==> src/bus_pkg.sv <==
// Shared bus widths, address map constants and FSM state types.
`default_nettype none

package bus_pkg;

    // ##############################
    // Bus widths.
    // ##############################

    localparam int unsigned ADDR_W = 32;
    localparam int unsigned DATA_W = 32;
    localparam int unsigned BE_W   = DATA_W / 8;

    // ##############################
    // Address map.
    // ##############################

    // Device index starts here, each device owns a 4 KiB window.
    localparam int unsigned DEV_SEL_LSB = 12;
    localparam int unsigned LOC_W       = DEV_SEL_LSB;

    typedef enum logic [1:0] {
        M_IDLE,
        M_CYCLE,
        M_DONE
    } master_state_e;

    typedef enum logic [2:0] {
        B_IDLE,
        B_WAIT_RDY,
        B_ACCESS,
        B_WAIT_RD,
        B_ACK
    } bridge_state_e;

endpackage

`default_nettype wire
==> src/bus_top.sv <==
// Peripheral bus top: command master, interconnect and one bridge per device.
`default_nettype none

module bus_top
    import bus_pkg::*;
#(
    parameter int unsigned NUM_DEV     = 4,
    parameter int unsigned TIMEOUT_CYC = 32
) (
    input  wire                             clk_i,
    input  wire                             rst_n_i,

    // Processor port.
    input  wire                             cmd_valid_i,
    input  wire                             cmd_we_i,
    input  wire  [ADDR_W-1:0]               cmd_addr_i,
    input  wire  [DATA_W-1:0]               cmd_wdata_i,
    input  wire  [BE_W-1:0]                 cmd_be_i,
    output logic                            cmd_busy_o,
    output logic                            cmd_done_o,
    output logic                            cmd_err_o,
    output logic [DATA_W-1:0]               cmd_rdata_o,

    // Peripheral ports, one slot per device.
    input  wire  [NUM_DEV-1:0]              dev_busy_i,
    input  wire  [NUM_DEV-1:0][DATA_W-1:0]  dev_rdata_i,
    input  wire  [NUM_DEV-1:0]              dev_rdata_valid_i,
    output logic [NUM_DEV-1:0][LOC_W-1:0]   dev_addr_o,
    output logic [NUM_DEV-1:0][DATA_W-1:0]  dev_wdata_o,
    output logic [NUM_DEV-1:0][BE_W-1:0]    dev_be_o,
    output logic [NUM_DEV-1:0]              dev_we_o,
    output logic [NUM_DEV-1:0]              dev_re_o
);

    // ##############################
    // Shared Wishbone wires.
    // ##############################

    logic                           wb_cyc;
    logic                           wb_stb;
    logic                           wb_we;
    logic [ADDR_W-1:0]              wb_adr;
    logic [DATA_W-1:0]              wb_dat_w;
    logic [BE_W-1:0]                wb_sel;
    logic [DATA_W-1:0]              wb_dat_r;
    logic                           wb_ack;
    logic                           wb_err;

    logic [NUM_DEV-1:0]             slv_stb;
    logic [NUM_DEV-1:0]             slv_ack;
    logic [NUM_DEV-1:0][DATA_W-1:0] slv_dat_r;

    cmd_wb_master #(
        .TIMEOUT_CYC (TIMEOUT_CYC)
    ) u_master (
        .clk_i       (clk_i),
        .rst_n_i     (rst_n_i),
        .cmd_valid_i (cmd_valid_i),
        .cmd_we_i    (cmd_we_i),
        .cmd_addr_i  (cmd_addr_i),
        .cmd_wdata_i (cmd_wdata_i),
        .cmd_be_i    (cmd_be_i),
        .cmd_busy_o  (cmd_busy_o),
        .cmd_done_o  (cmd_done_o),
        .cmd_err_o   (cmd_err_o),
        .cmd_rdata_o (cmd_rdata_o),
        .wb_cyc_o    (wb_cyc),
        .wb_stb_o    (wb_stb),
        .wb_we_o     (wb_we),
        .wb_adr_o    (wb_adr),
        .wb_dat_o    (wb_dat_w),
        .wb_sel_o    (wb_sel),
        .wb_dat_i    (wb_dat_r),
        .wb_ack_i    (wb_ack),
        .wb_err_i    (wb_err)
    );

    wb_intercon #(
        .NUM_DEV (NUM_DEV)
    ) u_intercon (
        .clk_i     (clk_i),
        .rst_n_i   (rst_n_i),
        .wb_cyc_i  (wb_cyc),
        .wb_stb_i  (wb_stb),
        .wb_adr_i  (wb_adr),
        .wb_dat_o  (wb_dat_r),
        .wb_ack_o  (wb_ack),
        .wb_err_o  (wb_err),
        .slv_stb_o (slv_stb),
        .slv_ack_i (slv_ack),
        .slv_dat_i (slv_dat_r)
    );

    for (genvar k = 0; k < NUM_DEV; k++) begin : g_dev
        wb_dev_bridge u_bridge (
            .clk_i             (clk_i),
            .rst_n_i           (rst_n_i),
            .wb_stb_i          (slv_stb[k]),
            .wb_we_i           (wb_we),
            .wb_adr_i          (wb_adr[LOC_W-1:0]),
            .wb_dat_i          (wb_dat_w),
            .wb_sel_i          (wb_sel),
            .wb_ack_o          (slv_ack[k]),
            .wb_dat_o          (slv_dat_r[k]),
            .dev_busy_i        (dev_busy_i[k]),
            .dev_rdata_i       (dev_rdata_i[k]),
            .dev_rdata_valid_i (dev_rdata_valid_i[k]),
            .dev_addr_o        (dev_addr_o[k]),
            .dev_wdata_o       (dev_wdata_o[k]),
            .dev_be_o          (dev_be_o[k]),
            .dev_we_o          (dev_we_o[k]),
            .dev_re_o          (dev_re_o[k])
        );
    end

endmodule

`default_nettype wire

==> src/wb_dev_bridge.sv <==
// Wishbone classic slave that turns bus cycles into a busy, write and read pulse handshake.
`default_nettype none

module wb_dev_bridge
    import bus_pkg::*;
(
    input  wire                 clk_i,
    input  wire                 rst_n_i,

    // Bus side, strobe already carries the device select.
    input  wire                 wb_stb_i,
    input  wire                 wb_we_i,
    input  wire  [LOC_W-1:0]    wb_adr_i,
    input  wire  [DATA_W-1:0]   wb_dat_i,
    input  wire  [BE_W-1:0]     wb_sel_i,
    output logic                wb_ack_o,
    output logic [DATA_W-1:0]   wb_dat_o,

    // Peripheral side.
    input  wire                 dev_busy_i,
    input  wire  [DATA_W-1:0]   dev_rdata_i,
    input  wire                 dev_rdata_valid_i,
    output logic [LOC_W-1:0]    dev_addr_o,
    output logic [DATA_W-1:0]   dev_wdata_o,
    output logic [BE_W-1:0]     dev_be_o,
    output logic                dev_we_o,
    output logic                dev_re_o
);

    bridge_state_e  state_q;
    logic           waiting;
    logic           issue;
    logic           take_rd;

    assign waiting = (state_q == B_IDLE) || (state_q == B_WAIT_RDY);
    assign issue   = waiting && wb_stb_i && !dev_busy_i;

    // Read data may already come back in the pulse cycle.
    assign take_rd = dev_rdata_valid_i &&
                     ((state_q == B_WAIT_RD) || ((state_q == B_ACCESS) && dev_re_o));

    // ##############################
    // Handshake FSM.
    // ##############################

    always_ff @(posedge clk_i or negedge rst_n_i) begin
        if (!rst_n_i) begin
            state_q  <= B_IDLE;
            dev_we_o <= 1'b0;
            dev_re_o <= 1'b0;
            wb_ack_o <= 1'b0;
        end else begin
            case (state_q)
                B_IDLE, B_WAIT_RDY: begin
                    if (!wb_stb_i) begin
                        state_q <= B_IDLE;
                    end else if (dev_busy_i) begin
                        state_q <= B_WAIT_RDY;
                    end else begin
                        state_q  <= B_ACCESS;
                        dev_we_o <= wb_we_i;
                        dev_re_o <= !wb_we_i;
                    end
                end
                B_ACCESS: begin
                    dev_we_o <= 1'b0;
                    dev_re_o <= 1'b0;
                    if (dev_we_o || take_rd) begin
                        state_q  <= B_ACK;
                        wb_ack_o <= 1'b1;
                    end else begin
                        state_q <= B_WAIT_RD;
                    end
                end
                B_WAIT_RD: begin
                    if (take_rd) begin
                        state_q  <= B_ACK;
                        wb_ack_o <= 1'b1;
                    end else if (!wb_stb_i) begin
                        // Master gave up, so drop the pending read.
                        state_q <= B_IDLE;
                    end
                end
                B_ACK: begin
                    state_q  <= B_IDLE;
                    wb_ack_o <= 1'b0;
                end
                default: begin
                    state_q <= B_IDLE;
                end
            endcase
        end
    end

    always_ff @(posedge clk_i) begin
        if (issue) begin
            dev_addr_o  <= wb_adr_i;
            dev_wdata_o <= wb_dat_i;
            dev_be_o    <= wb_sel_i;
        end
        if (take_rd) begin
            wb_dat_o <= dev_rdata_i;
        end
    end

endmodule

`default_nettype wire

==> src/wb_intercon.sv <==
// Wishbone interconnect: address decode, per device strobes, return mux and unmapped error.
`default_nettype none

module wb_intercon
    import bus_pkg::*;
#(
    parameter int unsigned NUM_DEV = 4
) (
    input  wire                             clk_i,
    input  wire                             rst_n_i,

    // Master side.
    input  wire                             wb_cyc_i,
    input  wire                             wb_stb_i,
    input  wire  [ADDR_W-1:0]               wb_adr_i,
    output logic [DATA_W-1:0]               wb_dat_o,
    output logic                            wb_ack_o,
    output logic                            wb_err_o,

    // Device side.
    output logic [NUM_DEV-1:0]              slv_stb_o,
    input  wire  [NUM_DEV-1:0]              slv_ack_i,
    input  wire  [NUM_DEV-1:0][DATA_W-1:0]  slv_dat_i
);

    localparam int unsigned IDX_W = $clog2(NUM_DEV);

    logic [IDX_W-1:0]   dev_idx;
    logic [IDX_W-1:0]   idx_q;
    logic               active_q;
    logic               req;
    logic               miss;

    assign req     = wb_cyc_i && wb_stb_i;
    assign dev_idx = wb_adr_i[DEV_SEL_LSB +: IDX_W];

    // Any bit above the index field points outside the map.
    assign miss = |wb_adr_i[ADDR_W-1:DEV_SEL_LSB+IDX_W];

    always_comb begin
        for (int k = 0; k < NUM_DEV; k++) begin
            slv_stb_o[k] = req && !miss && (dev_idx == IDX_W'(k));
        end
    end

    // Index is held from the first cycle so the return mux stays steady.
    always_ff @(posedge clk_i or negedge rst_n_i) begin
        if (!rst_n_i) begin
            active_q <= 1'b0;
            idx_q    <= '0;
        end else begin
            active_q <= wb_cyc_i;
            if (req && !active_q) begin
                idx_q <= dev_idx;
            end
        end
    end

    assign wb_ack_o = wb_cyc_i && active_q && slv_ack_i[idx_q];
    assign wb_dat_o = slv_dat_i[idx_q];
    assign wb_err_o = req && miss;

endmodule

`default_nettype wire

==> src/cmd_wb_master.sv <==
// Command port master that runs one Wishbone classic cycle per command, with a bus timeout.
`default_nettype none

module cmd_wb_master
    import bus_pkg::*;
#(
    parameter int unsigned TIMEOUT_CYC = 32
) (
    input  wire                 clk_i,
    input  wire                 rst_n_i,

    // Processor side.
    input  wire                 cmd_valid_i,
    input  wire                 cmd_we_i,
    input  wire  [ADDR_W-1:0]   cmd_addr_i,
    input  wire  [DATA_W-1:0]   cmd_wdata_i,
    input  wire  [BE_W-1:0]     cmd_be_i,
    output logic                cmd_busy_o,
    output logic                cmd_done_o,
    output logic                cmd_err_o,
    output logic [DATA_W-1:0]   cmd_rdata_o,

    // Wishbone side.
    output logic                wb_cyc_o,
    output logic                wb_stb_o,
    output logic                wb_we_o,
    output logic [ADDR_W-1:0]   wb_adr_o,
    output logic [DATA_W-1:0]   wb_dat_o,
    output logic [BE_W-1:0]     wb_sel_o,
    input  wire  [DATA_W-1:0]   wb_dat_i,
    input  wire                 wb_ack_i,
    input  wire                 wb_err_i
);

    localparam int unsigned TMR_W = $clog2(TIMEOUT_CYC + 1);

    master_state_e      state_q;
    logic [TMR_W-1:0]   timer_q;
    logic               accept;
    logic               finish;
    logic               timeout;

    assign accept  = (state_q == M_IDLE) && cmd_valid_i;
    assign finish  = wb_ack_i || wb_err_i || (timer_q == '0);
    assign timeout = (timer_q == '0) && !wb_ack_i && !wb_err_i;

    // Busy covers the whole bus cycle and the completion cycle.
    assign cmd_busy_o = (state_q != M_IDLE);

    // ##############################
    // Cycle control.
    // ##############################

    always_ff @(posedge clk_i or negedge rst_n_i) begin
        if (!rst_n_i) begin
            state_q    <= M_IDLE;
            timer_q    <= '0;
            wb_cyc_o   <= 1'b0;
            wb_stb_o   <= 1'b0;
            cmd_done_o <= 1'b0;
            cmd_err_o  <= 1'b0;
        end else begin
            case (state_q)
                M_IDLE: begin
                    if (cmd_valid_i) begin
                        state_q  <= M_CYCLE;
                        timer_q  <= TMR_W'(TIMEOUT_CYC);
                        wb_cyc_o <= 1'b1;
                        wb_stb_o <= 1'b1;
                    end
                end
                M_CYCLE: begin
                    if (finish) begin
                        // Drop the cycle on the same edge that sees ack or err.
                        state_q    <= M_DONE;
                        wb_cyc_o   <= 1'b0;
                        wb_stb_o   <= 1'b0;
                        cmd_done_o <= 1'b1;
                        cmd_err_o  <= wb_err_i || timeout;
                    end else begin
                        timer_q <= timer_q - 1'b1;
                    end
                end
                M_DONE: begin
                    state_q    <= M_IDLE;
                    cmd_done_o <= 1'b0;
                    cmd_err_o  <= 1'b0;
                end
                default: begin
                    state_q <= M_IDLE;
                end
            endcase
        end
    end

    // ##############################
    // Bus payload and read return.
    // ##############################

    always_ff @(posedge clk_i) begin
        if (accept) begin
            wb_we_o  <= cmd_we_i;
            wb_adr_o <= cmd_addr_i;
            wb_dat_o <= cmd_wdata_i;
            wb_sel_o <= cmd_be_i;
        end
        if ((state_q == M_CYCLE) && finish) begin
            // Zero on error, timeout or write.
            cmd_rdata_o <= (wb_ack_i && !wb_err_i && !wb_we_o) ? wb_dat_i : '0;
        end
    end

endmodule

`default_nettype wire

==> config.mk <==
export PLATFORM = sky130hd
export DESIGN_NAME = bus_top
export DESIGN_NICKNAME = d
export VERILOG_FILES = /design/src/bus_pkg.sv /design/src/bus_top.sv /design/src/wb_dev_bridge.sv /design/src/wb_intercon.sv /design/src/cmd_wb_master.sv
export SDC_FILE = /design/constraint.sdc
export NUM_CORES = 1
export LEC_CHECK = 0
export BUFFER_PORTS_ARGS = -buffer_cell sky130_fd_sc_hd__buf_2
export CELL_PAD_IN_SITES_DETAIL_PLACEMENT = 0
export CELL_PAD_IN_SITES_GLOBAL_PLACEMENT = 1
export CORE_ASPECT_RATIO = 0.75
export CORE_MARGIN = 3
export CORE_UTILIZATION = 39
export DETAILED_ROUTE_END_ITERATION = 12
export GPL_ROUTABILITY_DRIVEN = 0
export MAX_ROUTING_LAYER = met4
export PLACE_DENSITY_LB_ADDON = 0.1
export SLEW_MARGIN = 20
export SYNTH_ARGS = -nofsm -noshare
export SYNTH_HDL_FRONTEND = slang
export SYNTH_SLANG_ARGS = --single-unit
==> constraint.sdc <==
create_clock -name clk_i -period 4.2 [get_ports clk_i]
set_clock_uncertainty 0.15 [all_clocks]
set_input_delay 0.84 -clock clk_i [delete_from_list [all_inputs] [get_ports clk_i]]
set_output_delay 0.84 -clock clk_i [all_outputs]
set_load 0.05 [all_outputs]
=== Yosys cells after proc, flatten, opt, wreduce, memory -nomap -nowiden ===
Index checks and enable logic that the tools add are counted.

* Input bits: 208
* Flip-flop bits (word level): 459

* Add/sub/neg operators: 1
* Multiplexer cells: 77
* Equal/unequal tests: 44
* Reductions and logical operators: 90
* $lt $le $gt $ge: 1

{| class="wikitable"
|+ Operators with widths
! operator !! number
|-
| binary-select mux 32 bit (select 2 bit) || 1
|-
| two-way mux 3 bit || 16
|-
| case mux 3 bit (3 select lines) || 4
|-
| two-way mux 32 bit || 1
|-
| logical AND 1 bit || 31
|-
| AND reduction 3 bit || 10
|-
| two-way mux 1 bit || 29
|-
| == test 3 x 2 -> 1 bit, second input constant || 8
|-
| case mux 1 bit (2 select lines) || 11
|-
| != test 2 bit, second input constant || 10
|-
| != test 2 x 1 -> 1 bit, second input constant || 9
|-
| OR reduction 18 bit || 1
|-
| logical OR 1 bit || 15
|-
| nonzero test 2 bit || 7
|-
| == test 3 x 1 -> 1 bit, second input constant || 4
|-
| == test 3 bit, second input constant || 4
|-
| logical NOT 3 bit || 4
|-
| two-way mux 2 bit || 6
|-
| two-way mux 6 bit || 2
|-
| != test 3 bit, second input constant || 4
|-
| case mux 1 bit (3 select lines) || 4
|-
| case mux 6 bit (2 select lines) || 1
|-
| nonzero test 3 bit || 4
|-
| logical NOT 1 bit || 9
|-
| 10 further kinds || 18
|}

=== Depth between registers and ports, before layout ===
* Depth after elaboration: 9
* Gate-level depth with buffers: 7
* Mapped depth without buffers: 7

=== By module ===
From an unflattened synthesis, not the netlist that was laid out.

* Cells, all modules: 690
* Area total of the unflattened synthesis: 15680.0 um^2

{| class="wikitable"
|+ Modules (own cells, without submodules)
! module !! seq. area each (um^2) !! cells each !! area each (um^2) !! times used
|-
| wb_dev_bridge || 2552.4 || 106 || 2687.6 || 4
|-
| cmd_wb_master || 3308.2 || 198 || 3852.4 || 1
|-
| wb_intercon || 75.1 || 68 || 1077.3 || 1
|}

=== Least setup slack after synthesis ===
OpenSTA, ideal clock, no wires.

* Path kind: flip-flop to flip-flop
* Start: register u_master.wb_adr_o[15]
* End: register g_dev[1].u_bridge.dev_addr_o[0], enable pin
* Clock period less this slack: 4300 ps
* Stages on the path, launching flop included: 5
* Library setup time: 460 ps
* Data arrival time: 3690 ps
* Data required time: 3590 ps
* Setup slack: -100 ps
* Cells stage by stage: edfxtp_1 > or4_4 > nor4_4 > nand4_1 > nor2b_1

* Longest elaborated chain between the ends: 6

{| class="wikitable"
|+ RTL lines
! item !! RTL line !! source
|-
| from (decl) || cmd_wb_master.sv:27 || <nowiki>output logic [ADDR_W-1:0] wb_adr_o,</nowiki>
|-
| from (signal assigned) || cmd_wb_master.sv:103 || <nowiki>wb_adr_o <= cmd_addr_i;</nowiki>
|-
| OR reduction 18 bit || wb_intercon.sv:38 || <nowiki>assign miss = |wb_adr_i[ADDR_W-1:DEV_SEL_LSB+IDX_W];</nowiki>
|-
| logical NOT 1 bit || wb_intercon.sv:42 || <nowiki>slv_stb_o[k] = req && !miss && (dev_idx == IDX_W'(k));</nowiki>
|-
| logical AND 1 bit (2 in series) || wb_intercon.sv:42 ||
|-
| logical AND 1 bit (2 in series) || wb_dev_bridge.sv:36 || <nowiki>assign issue = waiting && wb_stb_i && !dev_busy_i;</nowiki>
|-
| via g_dev[1].u_bridge.issue || wb_dev_bridge.sv:32 || <nowiki>logic issue;</nowiki>
|-
| to (signal assigned) || wb_dev_bridge.sv:97 || <nowiki>dev_addr_o <= wb_adr_i;</nowiki>
|-
| to (decl) || wb_dev_bridge.sv:23 || <nowiki>output logic [LOC_W-1:0] dev_addr_o,</nowiki>
|}

The timed path passes the listed nets, and every way through them passes these cells.
A chain may end at the register's enable or synchronous reset.

=== Worst setup path in the final report ===
* Start: register u_master.wb_adr_o[26]
* End: register g_dev[0].u_bridge.dev_wdata_o[19], enable pin

* Longest elaborated chain between the ends: 6

{| class="wikitable"
|+ RTL lines
! item !! RTL line !! source
|-
| OR reduction 18 bit || wb_intercon.sv:38 ||
|-
| logical NOT 1 bit || wb_intercon.sv:42 ||
|-
| logical AND 1 bit (2 in series) || wb_intercon.sv:42 ||
|-
| logical AND 1 bit (2 in series) || wb_dev_bridge.sv:36 ||
|-
| via g_dev[0].u_bridge.issue || wb_dev_bridge.sv:32 ||
|-
| to (signal assigned) || wb_dev_bridge.sv:98 || <nowiki>dev_wdata_o <= wb_dat_i;</nowiki>
|-
| to (decl) || wb_dev_bridge.sv:24 || <nowiki>output logic [DATA_W-1:0] dev_wdata_o,</nowiki>
|}

The timed path passes the listed nets, and every way through them passes these cells.

==> results.txt <==
status - finished clean
pre-CTS WS - 1160 ps
fmax - 330 MHz
Critical Path Fanout Max - 48
reg2reg path depth - 5
grt ovf - 0
Crit Path Class - flop to flop
main combinational cell family by area after synthesis - simple AND/OR/NAND/NOR gates
Max IR drop VDD - 454 uV
power share of the clock group - 35.9%
DR iter-0 viols - 512
number of port buffers - 442
clock tree buffer depth - 3
Flop pwr share - 49.4%
Comb pwr share - 14.7%
final-report setup violation count - 0
final worst slack - 1170 ps
die area - 43400 um2
EDFF count, synth - 421
CTS Hold Bufs - 0
layout cell share with drive strength beyond 1 - 47.4%
Max Cap Viol - 0
row count - 63
Setup TNS - 0 ps
crit start category - flop
post-synthesis mux area share - 4.98%
Switch Pwr - 0.00289 W
Worst EP required - 4230 ps
1st-pass router iterations - 4
Slew HR - 39.0%
Worst setup EP type - flop
Reg clk slew, reported paths - 60 ps
Async SR Flop Fraction - 8.28%
Mapped Nets - 960
Synth Area per Inst - 21.4 um2
post-cts sizing count - 0
die height - 181 um
Clock Sinks - 459
Placed Instances - 1702
Compound-Gate Fraction of Synth Area - 2.23%
clk_lat worst skew - 560 ps
static leakage - 7.64 nW
DRC - 0
Post-Synth XOR/XNOR Area - 0.0549%
count of final hold-check violations - 0
H-tree Lvls - 2
WL met3 - 2610 um
fin area - 20400 um2
met1 wire length - 16700 um
count of pins over their slew limit - 0
Layout Area Growth over Synthesis - 27.8%
Post-Synthesis Cells - 747
multi-input logic area - 2220 um2
post-synthesis cell area - 16000 um2
vias in the first global route - 8717
Sw Ratio - 25.6%
vias per inst - 4.83
Power Density - 555 nW/um2
synth warn - 0
Die Width - 240 um
pin count of the biggest net entering global routing - 50
internal cell power - 0.00843 W
first-pass GRT wire length - 58700 um
#FFs+latches synth - 459
Post-Synth Simple-Gate Area - 5.87%
root buf cell - clkbuf_16
crit path time final - 3030 ps
minimum hold slack - 266 ps
hpwl dp - 28500 um
Register Area - 13600 um2
TritonCTS Buffers - 46
GRT Total Usage - 19.0%
Synth cell types - 53
total setup buffers inserted after CTS - 0
met2 wire len - 20600 um
DR top layer - met4
post-detailed-route count of antenna-violating nets - 0
Hold Path Class - input pin to async pin
starting density of the core - 39.9%
final non-filler cell total - 1791
io pins - 443
core box area - 40000 um2
worst path arrival time - 3060 ps
final wirelength - 41000 um
ys flop type - edfxtp_1
CTS tree - yes
routed len/inst - 22.9 um
Nets - 1443
antenna violations before repair - 9
RSZ-0062 raised after global routing - no
Tightest Pin Transition - 916 ps
fillcell total - 3330
Post-DP Area - 18900 um2
sequential element share of the synthesized area - 85.2%
Tcrit/Tclk final - 72.1%
vias post-DR - 8642
post-synthesis adder-cell area fraction - 0.392%
==> final timing paths <==
kind / slack [ps] / endpoint / start
worst max register to register: 1170 / g_dev[0].u_bridge.dev_wdata_o[19] / u_master.wb_adr_o[26]
worst max-delay path: 1170 / g_dev[0].u_bridge.dev_wdata_o[19] / u_master.wb_adr_o[26]
max in group asynchronous: 2980 / u_intercon.idx_q[0] / rst_n_i
worst min-delay path: 270 / g_dev[1].u_bridge.dev_re_o / rst_n_i
worst min register to register: 330 / g_dev[3].u_bridge.wb_ack_o / g_dev[3].u_bridge.wb_ack_o
min in group clk_i: 310 / u_master.wb_adr_o[29] / cmd_addr_i[29]
==> worst max-delay path: stages, from the launching register on <==
cell and delay, ps:
edfxtp_1 360, or4_1 530, nor2_1 500, nand4_1 330, nor2_4 150, buf_4 580
==> state kept, by name (all words and copies together), names as in the netlist, 2 cells and up <==
register,flops
u_master.wb_adr_o,32
u_master.wb_sel_o,4
u_master.cmd_rdata_o,32
u_master.timer_q,6
g_dev.u_bridge.dev_addr_o,48
u_master.wb_dat_o,32
g_dev.u_bridge.state_q,12
u_intercon.idx_q,2
g_dev.u_bridge.dev_we_o,4
g_dev.u_bridge.dev_be_o,16
g_dev.u_bridge.dev_wdata_o,128
g_dev.u_bridge.wb_ack_o,4
g_dev.u_bridge.wb_dat_o,128
u_master.state_q,2
g_dev.u_bridge.dev_re_o,4
==> placed cells by master (no fill, tap or decap), drive strengths merged, types with 3 or more instances in the layout <==
cell type and count:
a21o 4, a21oi 14, a31oi 3, buf 456
bufinv 5, clkbuf 57, clkinv 17, dfrtp 38
diode 5, edfxtp 421, ha 5, inv 22
mux2i 4, mux4 33, nand2 20, nand2b 11
nand3 11, nand3b 6, nand4 8, nor2 27
nor2b 36, nor3 5, nor3b 5, o21ai 20
or4 7
==> cells by family after synthesis <==
group / after synthesis
flops: 459
simple gates: 147
compound gates: 57
buf+inv: 40
mux: 38
fa+ha+maj: 5
xor+xnor: 1
==> area by class of cell <==
class | count | share of cell area (%)
sequential | 459 | 66.6
timing repair buffer | 456 | 11.5
multi-input combinational | 248 | 10.9
clock buffer | 57 | 5.95
tap | 520 | 3.19
clock inverter | 27 | 1.36
inverter | 19 | 0.350
antenna | 5 | 0.0613
==> synth_stat cells, types with 8 or more instances <==
library cell  number  share of area [%]
a21oi_1           13               0.41
buf_4              8               0.38
clkbuf_1           8               0.19
dfrtp_1           38                6.0
edfxtp_1         421                 79
inv_1             19               0.45
mux4_2            33                4.7
nand2_1           20               0.47
nand2b_1          11               0.43
nand3_1           11               0.34
nand4_1            8               0.31
nor2_1            27               0.64
nor2b_2           25                1.4
o21ai_0           20               0.63
==> routing by layer <==
layer	track usage, %	up-vias
li1	-	3918
met1	24.4	4357
met2	30.7	301
met3	4.32	66
met4	5.46	0
met5	-	-
==> power by group through the flow <==
stage | Combinational [W] | Clock (W) | Sequential (W)
floorplan | 0.000934 | 0 | 0.00594
global placement | 0.00171 | 0 | 0.00568
detailed placement | 0.00169 | 0 | 0.00569
CTS | 0.00170 | 0.00418 | 0.00560
global route | 0.00181 | 0.00440 | 0.00564
finish | 0.00167 | 0.00406 | 0.00560
==> stage by stage <==
stage               power (W)  util (%)
floorplan             0.00688         -
global placement      0.00739      47.3
detailed placement    0.00739      47.3
CTS                    0.0115      51.0
global route           0.0118      51.0
finish                 0.0113      51.0
No activity file was read; power rests on OpenSTA's default activity.
